File: src/hw/rv_pkg.sv
package rv_pkg;

	// ------------------------------------------------
	// widths
	// ------------------------------------------------
	localparam int XLEN = 32;
	// pc and data address are word addresses
	localparam int PC_W = 8;
	localparam int REG_IDX_W = 5;
	localparam int NUM_REGS = 32;

	typedef logic [XLEN-1:0] word_t;
	typedef logic [PC_W-1:0] pc_t;
	typedef logic [REG_IDX_W-1:0] reg_idx_t;

	// ------------------------------------------------
	// encodings
	// ------------------------------------------------
	localparam logic [6:0] OPC_OP = 7'b0110011;
	localparam logic [6:0] OPC_OP_IMM = 7'b0010011;
	localparam logic [6:0] OPC_BRANCH = 7'b1100011;
	localparam logic [6:0] OPC_LOAD = 7'b0000011;
	localparam logic [6:0] OPC_STORE = 7'b0100011;
	localparam logic [6:0] OPC_JAL = 7'b1101111;

	// branch conditions in funct3
	localparam logic [2:0] F3_BEQ = 3'b000;
	localparam logic [2:0] F3_BNE = 3'b001;
	localparam logic [2:0] F3_BLT = 3'b100;
	localparam logic [2:0] F3_BGE = 3'b101;
	localparam logic [2:0] F3_BLTU = 3'b110;
	localparam logic [2:0] F3_BGEU = 3'b111;

	typedef enum logic [2:0] {
		CLS_ALU_R,
		CLS_ALU_I,
		CLS_BRANCH,
		CLS_LOAD,
		CLS_STORE,
		CLS_JAL,
		CLS_HALT
	} op_class_e;

	typedef enum logic [3:0] {
		ALU_ADD,
		ALU_SUB,
		ALU_AND,
		ALU_OR,
		ALU_XOR,
		ALU_SLT,
		ALU_SLTU,
		ALU_SLL,
		ALU_SRL,
		ALU_SRA
	} alu_op_e;

	// ------------------------------------------------
	// bundles
	// ------------------------------------------------
	typedef struct packed {
		op_class_e cls;
		reg_idx_t rd;
		reg_idx_t rs1;
		reg_idx_t rs2;
		logic [2:0] funct3;
		alu_op_e alu_op;
		word_t imm;
	} decoded_t;

	// data memory request, strobes are single-cycle
	typedef struct packed {
		logic we;
		logic re;
		pc_t addr;
		word_t wdata;
	} dmem_req_t;

endpackage

File: src/hw/rv_decoder.sv
`timescale 1ns/1ps

module rv_decoder import rv_pkg::*; (
	input  word_t inst,
	output decoded_t dec
);

	logic [6:0] opcode;
	logic [2:0] funct3;
	logic alt;

	assign opcode = inst[6:0];
	assign funct3 = inst[14:12];
	// funct7 bit 5, selects sub and sra
	assign alt = inst[30];

	// ------------------------------------------------
	// class, register fields, immediate
	// ------------------------------------------------
	always_comb
	begin
		dec.rd = inst[11:7];
		dec.rs1 = inst[19:15];
		dec.rs2 = inst[24:20];
		dec.funct3 = funct3;
		// i-type immediate unless overridden below
		dec.imm = {{20{inst[31]}}, inst[31:20]};
		case (opcode)
			OPC_OP:
				dec.cls = CLS_ALU_R;
			OPC_OP_IMM:
			begin
				dec.cls = CLS_ALU_I;
				// shift amount only, upper bits carry funct7
				if (funct3 == 3'b001 || funct3 == 3'b101)
					dec.imm = {{(XLEN-5){1'b0}}, inst[24:20]};
			end
			OPC_BRANCH:
			begin
				dec.cls = CLS_BRANCH;
				dec.rd = '0;
				// word offset, same field split as store
				dec.imm = {{20{inst[31]}}, inst[31:25], inst[11:7]};
			end
			OPC_LOAD:
				dec.cls = CLS_LOAD;
			OPC_STORE:
			begin
				dec.cls = CLS_STORE;
				dec.rd = '0;
				dec.imm = {{20{inst[31]}}, inst[31:25], inst[11:7]};
			end
			OPC_JAL:
			begin
				dec.cls = CLS_JAL;
				dec.imm = {{12{inst[31]}}, inst[31:12]};
			end
			// zero word or unknown opcode stops the core
			default:
			begin
				dec.cls = CLS_HALT;
				dec.rd = '0;
			end
		endcase
	end

	// alu operation, only meaningful for alu classes
	always_comb
	begin
		dec.alu_op = ALU_ADD;
		if (opcode == OPC_OP || opcode == OPC_OP_IMM)
		begin
			case (funct3)
				3'b000:
				begin
					// no subtract-immediate
					if (opcode == OPC_OP && alt)
						dec.alu_op = ALU_SUB;
					else
						dec.alu_op = ALU_ADD;
				end
				3'b001: dec.alu_op = ALU_SLL;
				3'b010: dec.alu_op = ALU_SLT;
				3'b011: dec.alu_op = ALU_SLTU;
				3'b100: dec.alu_op = ALU_XOR;
				3'b101:
				begin
					if (alt)
						dec.alu_op = ALU_SRA;
					else
						dec.alu_op = ALU_SRL;
				end
				3'b110: dec.alu_op = ALU_OR;
				default: dec.alu_op = ALU_AND;
			endcase
		end
	end

endmodule

File: src/hw/rv_regfile.sv
`timescale 1ns/1ps

module rv_regfile import rv_pkg::*; (
	input  logic clk,
	input  logic rst,
	input  reg_idx_t rs1,
	input  reg_idx_t rs2,
	output word_t rs1_data,
	output word_t rs2_data,
	input  logic rf_we,
	input  reg_idx_t rf_waddr,
	input  word_t rf_wdata
);

	word_t regs [NUM_REGS];

	// write port, x0 never written
	always_ff @(posedge clk or negedge rst)
	begin
		if (!rst)
		begin
			for (int i = 0; i < NUM_REGS; i++)
				regs[i] <= '0;
		end
		else if (rf_we && rf_waddr != '0)
			regs[rf_waddr] <= rf_wdata;
	end

	// combinational reads, x0 forced to zero
	assign rs1_data = (rs1 == '0) ? '0 : regs[rs1];
	assign rs2_data = (rs2 == '0) ? '0 : regs[rs2];

endmodule

File: src/hw/rv_alu.sv
`timescale 1ns/1ps

module rv_alu import rv_pkg::*; (
	input  op_class_e cls,
	input  alu_op_e alu_op,
	input  word_t op_a,
	input  word_t op_b,
	input  word_t imm,
	output word_t alu_result
);

	word_t operand_b;
	logic [4:0] shamt;

	// register form takes rs2, everything else the immediate
	assign operand_b = (cls == CLS_ALU_R) ? op_b : imm;
	assign shamt = operand_b[4:0];

	always_comb
	begin
		if (cls == CLS_LOAD || cls == CLS_STORE)
		begin
			// effective address rs1 + imm
			alu_result = op_a + imm;
		end
		else
		begin
			case (alu_op)
				ALU_ADD: alu_result = op_a + operand_b;
				ALU_SUB: alu_result = op_a - operand_b;
				ALU_AND: alu_result = op_a & operand_b;
				ALU_OR: alu_result = op_a | operand_b;
				ALU_XOR: alu_result = op_a ^ operand_b;
				ALU_SLT: alu_result = {{(XLEN-1){1'b0}}, $signed(op_a) < $signed(operand_b)};
				ALU_SLTU: alu_result = {{(XLEN-1){1'b0}}, op_a < operand_b};
				ALU_SLL: alu_result = op_a << shamt;
				ALU_SRL: alu_result = op_a >> shamt;
				// arithmetic shift keeps the sign bit
				ALU_SRA: alu_result = word_t'($signed(op_a) >>> shamt);
				default: alu_result = op_a + operand_b;
			endcase
		end
	end

endmodule

File: src/hw/rv_branch.sv
`timescale 1ns/1ps

module rv_branch import rv_pkg::*; (
	input  op_class_e cls,
	input  logic [2:0] funct3,
	input  word_t op_a,
	input  word_t op_b,
	input  word_t imm,
	input  pc_t pc,
	output logic take_branch,
	output pc_t branch_target
);

	logic cond;

	// branch condition from funct3
	always_comb
	begin
		case (funct3)
			F3_BEQ: cond = (op_a == op_b);
			F3_BNE: cond = (op_a != op_b);
			F3_BLT: cond = ($signed(op_a) < $signed(op_b));
			F3_BGE: cond = ($signed(op_a) >= $signed(op_b));
			F3_BLTU: cond = (op_a < op_b);
			F3_BGEU: cond = (op_a >= op_b);
			default: cond = 1'b0;
		endcase
	end

	// jal always taken
	assign take_branch = (cls == CLS_JAL) || (cls == CLS_BRANCH && cond);
	// offset in words, wraps in the 8-bit space
	assign branch_target = pc + imm[PC_W-1:0];

endmodule

File: src/hw/rv_control.sv
`timescale 1ns/1ps

module rv_control import rv_pkg::*; (
	input  logic clk,
	input  logic rst,
	input  logic start,
	output logic imem_en,
	output pc_t imem_addr,
	input  word_t imem_data,
	input  decoded_t dec,
	output word_t inst,
	input  word_t rs1_data,
	input  word_t rs2_data,
	output word_t op_a,
	output word_t op_b,
	input  word_t alu_result,
	input  logic take_branch,
	input  pc_t branch_target,
	output dmem_req_t dmem_req,
	input  word_t dmem_rdata,
	output logic rf_we,
	output reg_idx_t rf_waddr,
	output word_t rf_wdata,
	output logic done
);

	// eight states per instruction, every class
	typedef enum logic [3:0] {
		IDLE,
		FETCH,
		FETCH_WAIT,
		DECODE,
		READ,
		EXEC,
		MEM,
		MEM_WAIT,
		WRITEBACK,
		HALT
	} state_e;

	state_e state, state_nxt;
	pc_t pc;
	pc_t pc_inc;
	pc_t next_pc;
	word_t rd_val;
	logic has_rd;

	assign pc_inc = pc + pc_t'(1);
	// classes that write rd
	assign has_rd = (dec.cls == CLS_ALU_R) || (dec.cls == CLS_ALU_I) ||
		(dec.cls == CLS_LOAD) || (dec.cls == CLS_JAL);

	// ------------------------------------------------
	// state sequencing
	// ------------------------------------------------
	always_ff @(posedge clk or negedge rst)
	begin
		if (!rst)
			state <= IDLE;
		else
			state <= state_nxt;
	end

	always_comb
	begin
		state_nxt = state;
		case (state)
			IDLE:
			begin
				if (start)
					state_nxt = FETCH;
			end
			FETCH: state_nxt = FETCH_WAIT;
			FETCH_WAIT: state_nxt = DECODE;
			DECODE:
			begin
				if (dec.cls == CLS_HALT)
					state_nxt = HALT;
				else
					state_nxt = READ;
			end
			READ: state_nxt = EXEC;
			EXEC: state_nxt = MEM;
			MEM: state_nxt = MEM_WAIT;
			MEM_WAIT: state_nxt = WRITEBACK;
			WRITEBACK: state_nxt = FETCH;
			// held until reset
			HALT: state_nxt = HALT;
			default: state_nxt = IDLE;
		endcase
	end

	// pc only moves at writeback
	always_ff @(posedge clk or negedge rst)
	begin
		if (!rst)
			pc <= '0;
		else if (state == WRITEBACK)
			pc <= next_pc;
	end

	// ------------------------------------------------
	// datapath registers
	// ------------------------------------------------
	always_ff @(posedge clk)
	begin
		case (state)
			// memory data valid one cycle after the fetch strobe
			FETCH_WAIT: inst <= imem_data;
			READ:
			begin
				op_a <= rs1_data;
				op_b <= rs2_data;
			end
			EXEC:
			begin
				// link value for jal, alu result otherwise
				if (dec.cls == CLS_JAL)
					rd_val <= {{(XLEN-PC_W){1'b0}}, pc_inc};
				else
					rd_val <= alu_result;
				if (take_branch)
					next_pc <= branch_target;
				else
					next_pc <= pc_inc;
			end
			MEM_WAIT:
			begin
				if (dec.cls == CLS_LOAD)
					rd_val <= dmem_rdata;
			end
			default:
			begin
			end
		endcase
	end

	// ------------------------------------------------
	// strobes and ports
	// ------------------------------------------------
	assign imem_en = (state == FETCH);
	assign imem_addr = pc;

	always_comb
	begin
		dmem_req.we = (state == MEM) && (dec.cls == CLS_STORE);
		dmem_req.re = (state == MEM) && (dec.cls == CLS_LOAD);
		// address stays valid, operands held since read
		dmem_req.addr = alu_result[PC_W-1:0];
		dmem_req.wdata = op_b;
	end

	assign rf_we = (state == WRITEBACK) && has_rd;
	assign rf_waddr = dec.rd;
	assign rf_wdata = rd_val;
	assign done = (state == HALT);

endmodule

File: src/hw/rv_core.sv
`timescale 1ns/1ps

module rv_core import rv_pkg::*; (
	input  logic clk,
	input  logic rst,
	input  logic start,
	output logic imem_en,
	output pc_t imem_addr,
	input  word_t imem_data,
	output dmem_req_t dmem_req,
	input  word_t dmem_rdata,
	output logic done
);

	decoded_t dec;
	word_t inst;
	word_t rs1_data;
	word_t rs2_data;
	word_t op_a;
	word_t op_b;
	word_t alu_result;
	logic take_branch;
	pc_t branch_target;
	logic rf_we;
	reg_idx_t rf_waddr;
	word_t rf_wdata;

	// ------------------------------------------------
	// sequencing and writeback
	// ------------------------------------------------
	rv_control u_control (
		.clk(clk),
		.rst(rst),
		.start(start),
		.imem_en(imem_en),
		.imem_addr(imem_addr),
		.imem_data(imem_data),
		.dec(dec),
		.inst(inst),
		.rs1_data(rs1_data),
		.rs2_data(rs2_data),
		.op_a(op_a),
		.op_b(op_b),
		.alu_result(alu_result),
		.take_branch(take_branch),
		.branch_target(branch_target),
		.dmem_req(dmem_req),
		.dmem_rdata(dmem_rdata),
		.rf_we(rf_we),
		.rf_waddr(rf_waddr),
		.rf_wdata(rf_wdata),
		.done(done)
	);

	rv_decoder u_decoder (
		.inst(inst),
		.dec(dec)
	);

	rv_regfile u_regfile (
		.clk(clk),
		.rst(rst),
		.rs1(dec.rs1),
		.rs2(dec.rs2),
		.rs1_data(rs1_data),
		.rs2_data(rs2_data),
		.rf_we(rf_we),
		.rf_waddr(rf_waddr),
		.rf_wdata(rf_wdata)
	);

	// ------------------------------------------------
	// execute, alu and branch side by side
	// ------------------------------------------------
	rv_alu u_alu (
		.cls(dec.cls),
		.alu_op(dec.alu_op),
		.op_a(op_a),
		.op_b(op_b),
		.imm(dec.imm),
		.alu_result(alu_result)
	);

	// fetch address is the current pc
	rv_branch u_branch (
		.cls(dec.cls),
		.funct3(dec.funct3),
		.op_a(op_a),
		.op_b(op_b),
		.imm(dec.imm),
		.pc(imem_addr),
		.take_branch(take_branch),
		.branch_target(branch_target)
	);

endmodule

File: config.mk
export PLATFORM = sky130hd
export DESIGN_NAME = rv_core
export DESIGN_NICKNAME = d
export VERILOG_FILES = /design/src/hw/rv_pkg.sv /design/src/hw/rv_decoder.sv /design/src/hw/rv_regfile.sv /design/src/hw/rv_alu.sv /design/src/hw/rv_branch.sv /design/src/hw/rv_control.sv /design/src/hw/rv_core.sv
export SDC_FILE = /design/constraint.sdc
export NUM_CORES = 2
export LEC_CHECK = 0
export BUFFER_PORTS_ARGS = -buffer_cell sky130_fd_sc_hd__buf_2
export CORE_ASPECT_RATIO = 1.1
export CORE_MARGIN = 4
export CORE_UTILIZATION = 29
export CTS_CLUSTER_SIZE = 10
export DETAILED_ROUTE_END_ITERATION = 16
export PLACE_DENSITY = 0.41
export SYNTH_ARGS = -nofsm -noshare
export SYNTH_HDL_FRONTEND = slang
export SYNTH_HIERARCHICAL = 1
export SYNTH_SLANG_ARGS = --single-unit
File: constraint.sdc
create_clock -name clk -period 10.47 [get_ports clk]
set_clock_uncertainty 0.05 [all_clocks]
set_input_delay 0.5235 -clock clk [delete_from_list [all_inputs] [get_ports clk]]
set_output_delay 0.5235 -clock clk [all_outputs]
set_load 0.01 [all_outputs]
==> metrics.sh <==
STD_CELL_ROWS=192
POWER.INTERNAL_mW=9.34
FINALSETUPVIOLCOUNT=0
HOLD_PATH.CLASS='input pin to flip-flop'
FINAL-MAX-SLEW-VIOLATION-COUNT=0
ADDER_AND_MAJORITY_GATE_PORTION_OF_THE_SYNTHESIZED_AREA_PCT=2.86
PIN_COUNT_OF_THE_BIGGEST_NET_ENTERING_GLOBAL_ROUTING=156
DRT_PASS1_ITERATIONS=6
SYN2LAYOUT_AREA_GROWTH_PCT=11.5
LAYOUT.NETS=5978
CRITICAL_PATH.ENDPOINT='dmem_req[39]'
POST_SYNTH_NUM_CELL_TYPES=116
START_KIND='flip-flop'
SYNTHESIS.AREA_PER_INSTANCE_UM2=12.4
CTS_HOLD_BUFFERS=51
PLACE_CONGESTION=0.958
DIE_H_UM=534
VIAS=53100
POST_SYNTH_MUX_AREA_SHARE_PCT=33.9
LARGEST_FAMILY_OF_LOGIC_CELLS_BY_SYNTHESIZED_AREA='multiplexers'
DESIGN.PORTCOUNT=119
FMAX_MHz=123
ROUTED_VIA_DENSITY=5.82
SYNTH_EDF_COUNT=136
TOTAL_OF_BUFFERS_PLACED_ON_INPUT_AND_OUTPUT_PORTS=118
NETLIST_INSTANCES=5873
PATH_CLK_SLEW_NS=0.07
CRITPATHLAUNCH='u_control/inst[6]'
CRITICAL_PATH.SLOWEST_CELL='o21ai_0'
HPWL_AFTER_DPL_UM=204000
CRITICAL_PATH_DATA_ARRIVAL_TIME_NS=7.56
REG2REG_SLACK_NS=3.14
COMPOUND_GATE_FRACTION_OF_SYNTH_AREA_PCT=10.6
WIDTH_OF_THE_DIE_UM=486
HOLD_VIOL=0
ANT_NETS=0
OVERFLOW=0
POWER-PER-CELL-AREA_nW_PER_UM2=189
SYN-NUM-NETS=6104
POSTCTSSETUPREPAIRBUFS=0
MAXIMUM_VDD_IR_DROP_mV=0.119
TRITONCTS='done'
TIMING.RR.START='u_control/inst[6]'
MAX-CLOCK-PATH-BUFFERS=4
WORSTREG2REGEND='u_control/rf_wdata[31]'
TIMING_WORST_SLEW_PIN_VALUE_NS=1.25
HTREE_NUM_LEVELS=4
POWER_FRAC_CLOCK_PCT=31.8
WIRE_LENGTH_OF_THE_FIRST_GLOBAL_ROUTING_PASS_UM=440000
CLOCKROOTBUFFER='clkbuf_16'
SYNTH_XOR_AREA_SHARE_PCT=0.793
POWER.SWITCHING_mW=6.00
CORE-AREA_UM2=249000
DRIVE_ABOVE_1_SHARE_PCT=36.8
SYNTH_SIMPLE_GATE_AREA_SHARE_PCT=5.50
ROUTED_WIRE_LENGTH_PER_INSTANCE_UM=34.5
ASYNCSETRESETFLOPFRACSYNTH_PCT=88.4
RSZ0062_AT_GRT='no'
CPPEAKSTAGEDELAY_NS=0.84
SYNTH_TOP_FLOP_CELL='dfrtp_1'
YS_SEQ_AREA_SHARE_PCT=41.2
P_COMB_SHARE_PCT=35.8
CP_CELL_SEQUENCE='and4b_1 > and2_4 > a211oi_4 > buf_4 > or4b_1 > buf_4 > nand2_1 > buf_4 > inv_2 > o21ai_0 > o21ai_0 > mux2_2 > o22ai_1 > a21oi_1 > o21ai_0 > a2111oi_0 > a21oi_1 > buf_2'
SYNTH_AREA_LEADER_CELL='dfrtp_1'
CTS.SINKS=1172
INITIAL_STANDARD_CELL_UTILIZATION_OF_THE_CORE_PCT=29.2
DIEAREA_UM2=259000
P_SW_SHARE_PCT=39.1
CTS_REPAIR_RESIZE_COUNT=0
NETLIST.AREA_LEADER.SHARE_PCT=35.6
REG2REG_DEPTH=19
STATUS='complete, no violations'
ANTENNA_FOUND_INITIAL=15
WORST-PATH-MAX-FANOUT=30
DRC_VIOLATION_COUNT_AFTER_ROUTING=0
PLACE_AREA_UM2=76400
YOSYS_REGISTER_BITS=1172
FINALSETUPTNS_NS=0
FIRST_GLOBAL_VIAS=54300
DR.FIRST_ITER.DRC_COUNT=4749
MIN_PERIOD_OVER_PERIOD_PCT=77.7
PWR-SHARE-SEQ_PCT=32.4
WIRELENGTH_UM=315000
TRITONCTS.NUM_BUFFERS=153
FIN_TOTAL_PWR_mW=15.3
TIMING.FINAL.CRIT_PERIOD_NS=8.14
CLKLATENCYLATEPIN_NS=0.86
WORSTSETUPENDPOINTTYPE='output pin'
TRACK_USAGE_PCT=23.7
CRIT_REQUIRED_NS=9.90
YOSYS-TOP-CELLS-AREA='dfrtp_1 (36%), mux2_2 (16%), mux4_2 (15%), edfxtp_1 (5.6%), mux2i_1 (2.8%)'
NETLIST_AREA_UM2=72900
MAX-SLEW-MARGIN-REL_PCT=16.4
POWER.STATIC_LEAKAGE_nW=35.8
FINAL_DESIGN_AREA_NO_FILL_UM2=81300
CRIT_PATH_CATEGORY='flip-flop to output pin'
CAP_VIOL_MAX_COUNT=0
SYNTH-WARNING-COUNT=6
-- cell families (layout without fill, tap and decap cells) --
group / count (synthesis) / count (layout)
AO/OA/AOI/OAI: 1113 / 1113
XOR/XNOR: 66 / 66
adder cells (fa/ha/maj): 165 / 165
buffers and inverters: 801 / 758
flip-flops: 1172 / 1172
multiplexers: 1747 / 1747
other: 0 / 6
AND/OR/NAND/NOR: 809 / 809
-- worst max-delay path, delay by kind of cell (launching register included) --
family	cells	cell delay, ns
compound gates	8	2.51
simple gates	4	1.82
buf+inv	5	1.49
flops	1	0.48
mux	1	0.33
-- how the worst min path moves through the flow --
stage	start	to	slack (ns)	cells past startpoint
after floorplan	rst	u_control/imem_addr[0]	0.18	0
after global placement	u_regfile/regs[1015]	u_regfile/regs[1015]	0.33	0
after detailed placement	u_regfile/regs[1009]	u_regfile/regs[1009]	0.33	0
after CTS	dmem_rdata[15]	u_control/rf_wdata[15]	0.008	2
after global routing	dmem_rdata[12]	u_control/rf_wdata[12]	0.04	2
final	dmem_rdata[12]	u_control/rf_wdata[12]	0.05	2
-- cells in the mapped netlist (34+ instances only) --
| cell | instances |
|---|---|
| a21oi_1 | 212 |
| nor2_1 | 199 |
| buf_1 | 77 |
| inv_1 | 163 |
| o211ai_1 | 51 |
| a22o_1 | 78 |
| ha_1 | 161 |
| clkbuf_1 | 294 |
| mux2i_1 | 204 |
| nand3_1 | 120 |
| buf_4 | 107 |
| buf_2 | 129 |
| xnor2_1 | 48 |
| o221ai_1 | 35 |
| mux4_2 | 473 |
| nor3_1 | 103 |
| mux2_2 | 1065 |
| dfrtp_1 | 1036 |
| a22oi_1 | 39 |
| nor2b_1 | 37 |
| a211oi_1 | 66 |
| a21o_1 | 34 |
| o21ai_0 | 191 |
| nand2_1 | 199 |
| edfxtp_1 | 136 |
| o22ai_1 | 107 |
-- power by group through the flow --
stage / logic, mW / registers (mW) / clock network, mW
2_1_floorplan: 3.47 / 4.94 / 0
3_3_place_gp: 5.45 / 5.05 / 0
3_5_place_dp: 5.42 / 5.05 / 0
4_1_cts: 5.46 / 4.97 / 5.04
5_1_grt: 5.80 / 4.97 / 5.20
6_report: 5.49 / 4.96 / 4.88
-- cell type report --
cell class	instances	area, um2
antenna	6	15.0
clock buffer	223	4280
clock inverter	15	120
fill	24800	168000
inverter	169	636
multi-input combinational	3900	39500
sequential	1172	30000
tap	3298	4130
timing repair buffer	351	2620
-- routing by layer --
| metal | track usage (%) | up-vias | wire length (um) |
|---|---|---|---|
| li1 | - | 22200 | - |
| met1 | 30.8 | 28600 | 133000 |
| met2 | 39.6 | 1780 | 151000 |
| met3 | 2.73 | 546 | 13800 |
| met4 | 11.0 | 2 | 17000 |
| met5 | 0 | - | 8 |
-- per-stage QoR --
step / setup WS [ns] / util, % / instances / hold WS (ns)
after floorplan: 4.29 / - / 5873 / 0.178
after global placement: 2.35 / 30.6 / 8838 / 0.327
after detailed placement: 3.31 / 30.6 / 8839 / 0.334
after CTS: 2.39 / 32.6 / 9128 / 0.00803
after global routing: 2.09 / 32.6 / 9129 / 0.0379
final: 2.33 / 32.6 / 9134 / 0.0540
-- sequential cells by signal (all words and copies together), names as in the netlist --
register and count:
u_regfile/regs 1024, u_control/op_b 32, u_control/op_a 32, u_control/next_pc 8, u_control/rf_wdata 32, u_control/imem_addr 8, u_control/inst 32, u_control/state 4
-- cells in the final DEF (no fill, tap or decap), types with 30 or more instances in the layout --
| cell | instances |
|---|---|
| a2111oi_0 | 32 |
| a211oi_1 | 65 |
| a21o_1 | 34 |
| a21oi_1 | 212 |
| a22o_1 | 78 |
| a22oi_1 | 39 |
| a31oi_1 | 30 |
| buf_2 | 117 |
| buf_4 | 171 |
| clkbuf_1 | 55 |
| clkbuf_16 | 156 |
| dfrtp_1 | 1036 |
| dlygate4sd3_1 | 51 |
| edfxtp_1 | 136 |
| ha_1 | 161 |
| inv_1 | 162 |
| mux2_2 | 1065 |
| mux2i_1 | 203 |
| mux4_2 | 473 |
| nand2_1 | 186 |
| nand3_1 | 117 |
| nor2_1 | 184 |
| nor2b_1 | 31 |
| nor3_1 | 98 |
| o211ai_1 | 51 |
| o21ai_0 | 190 |
| o221ai_1 | 35 |
| o22ai_1 | 106 |
| xnor2_1 | 48 |
No activity file was read; power rests on OpenSTA's default activity.
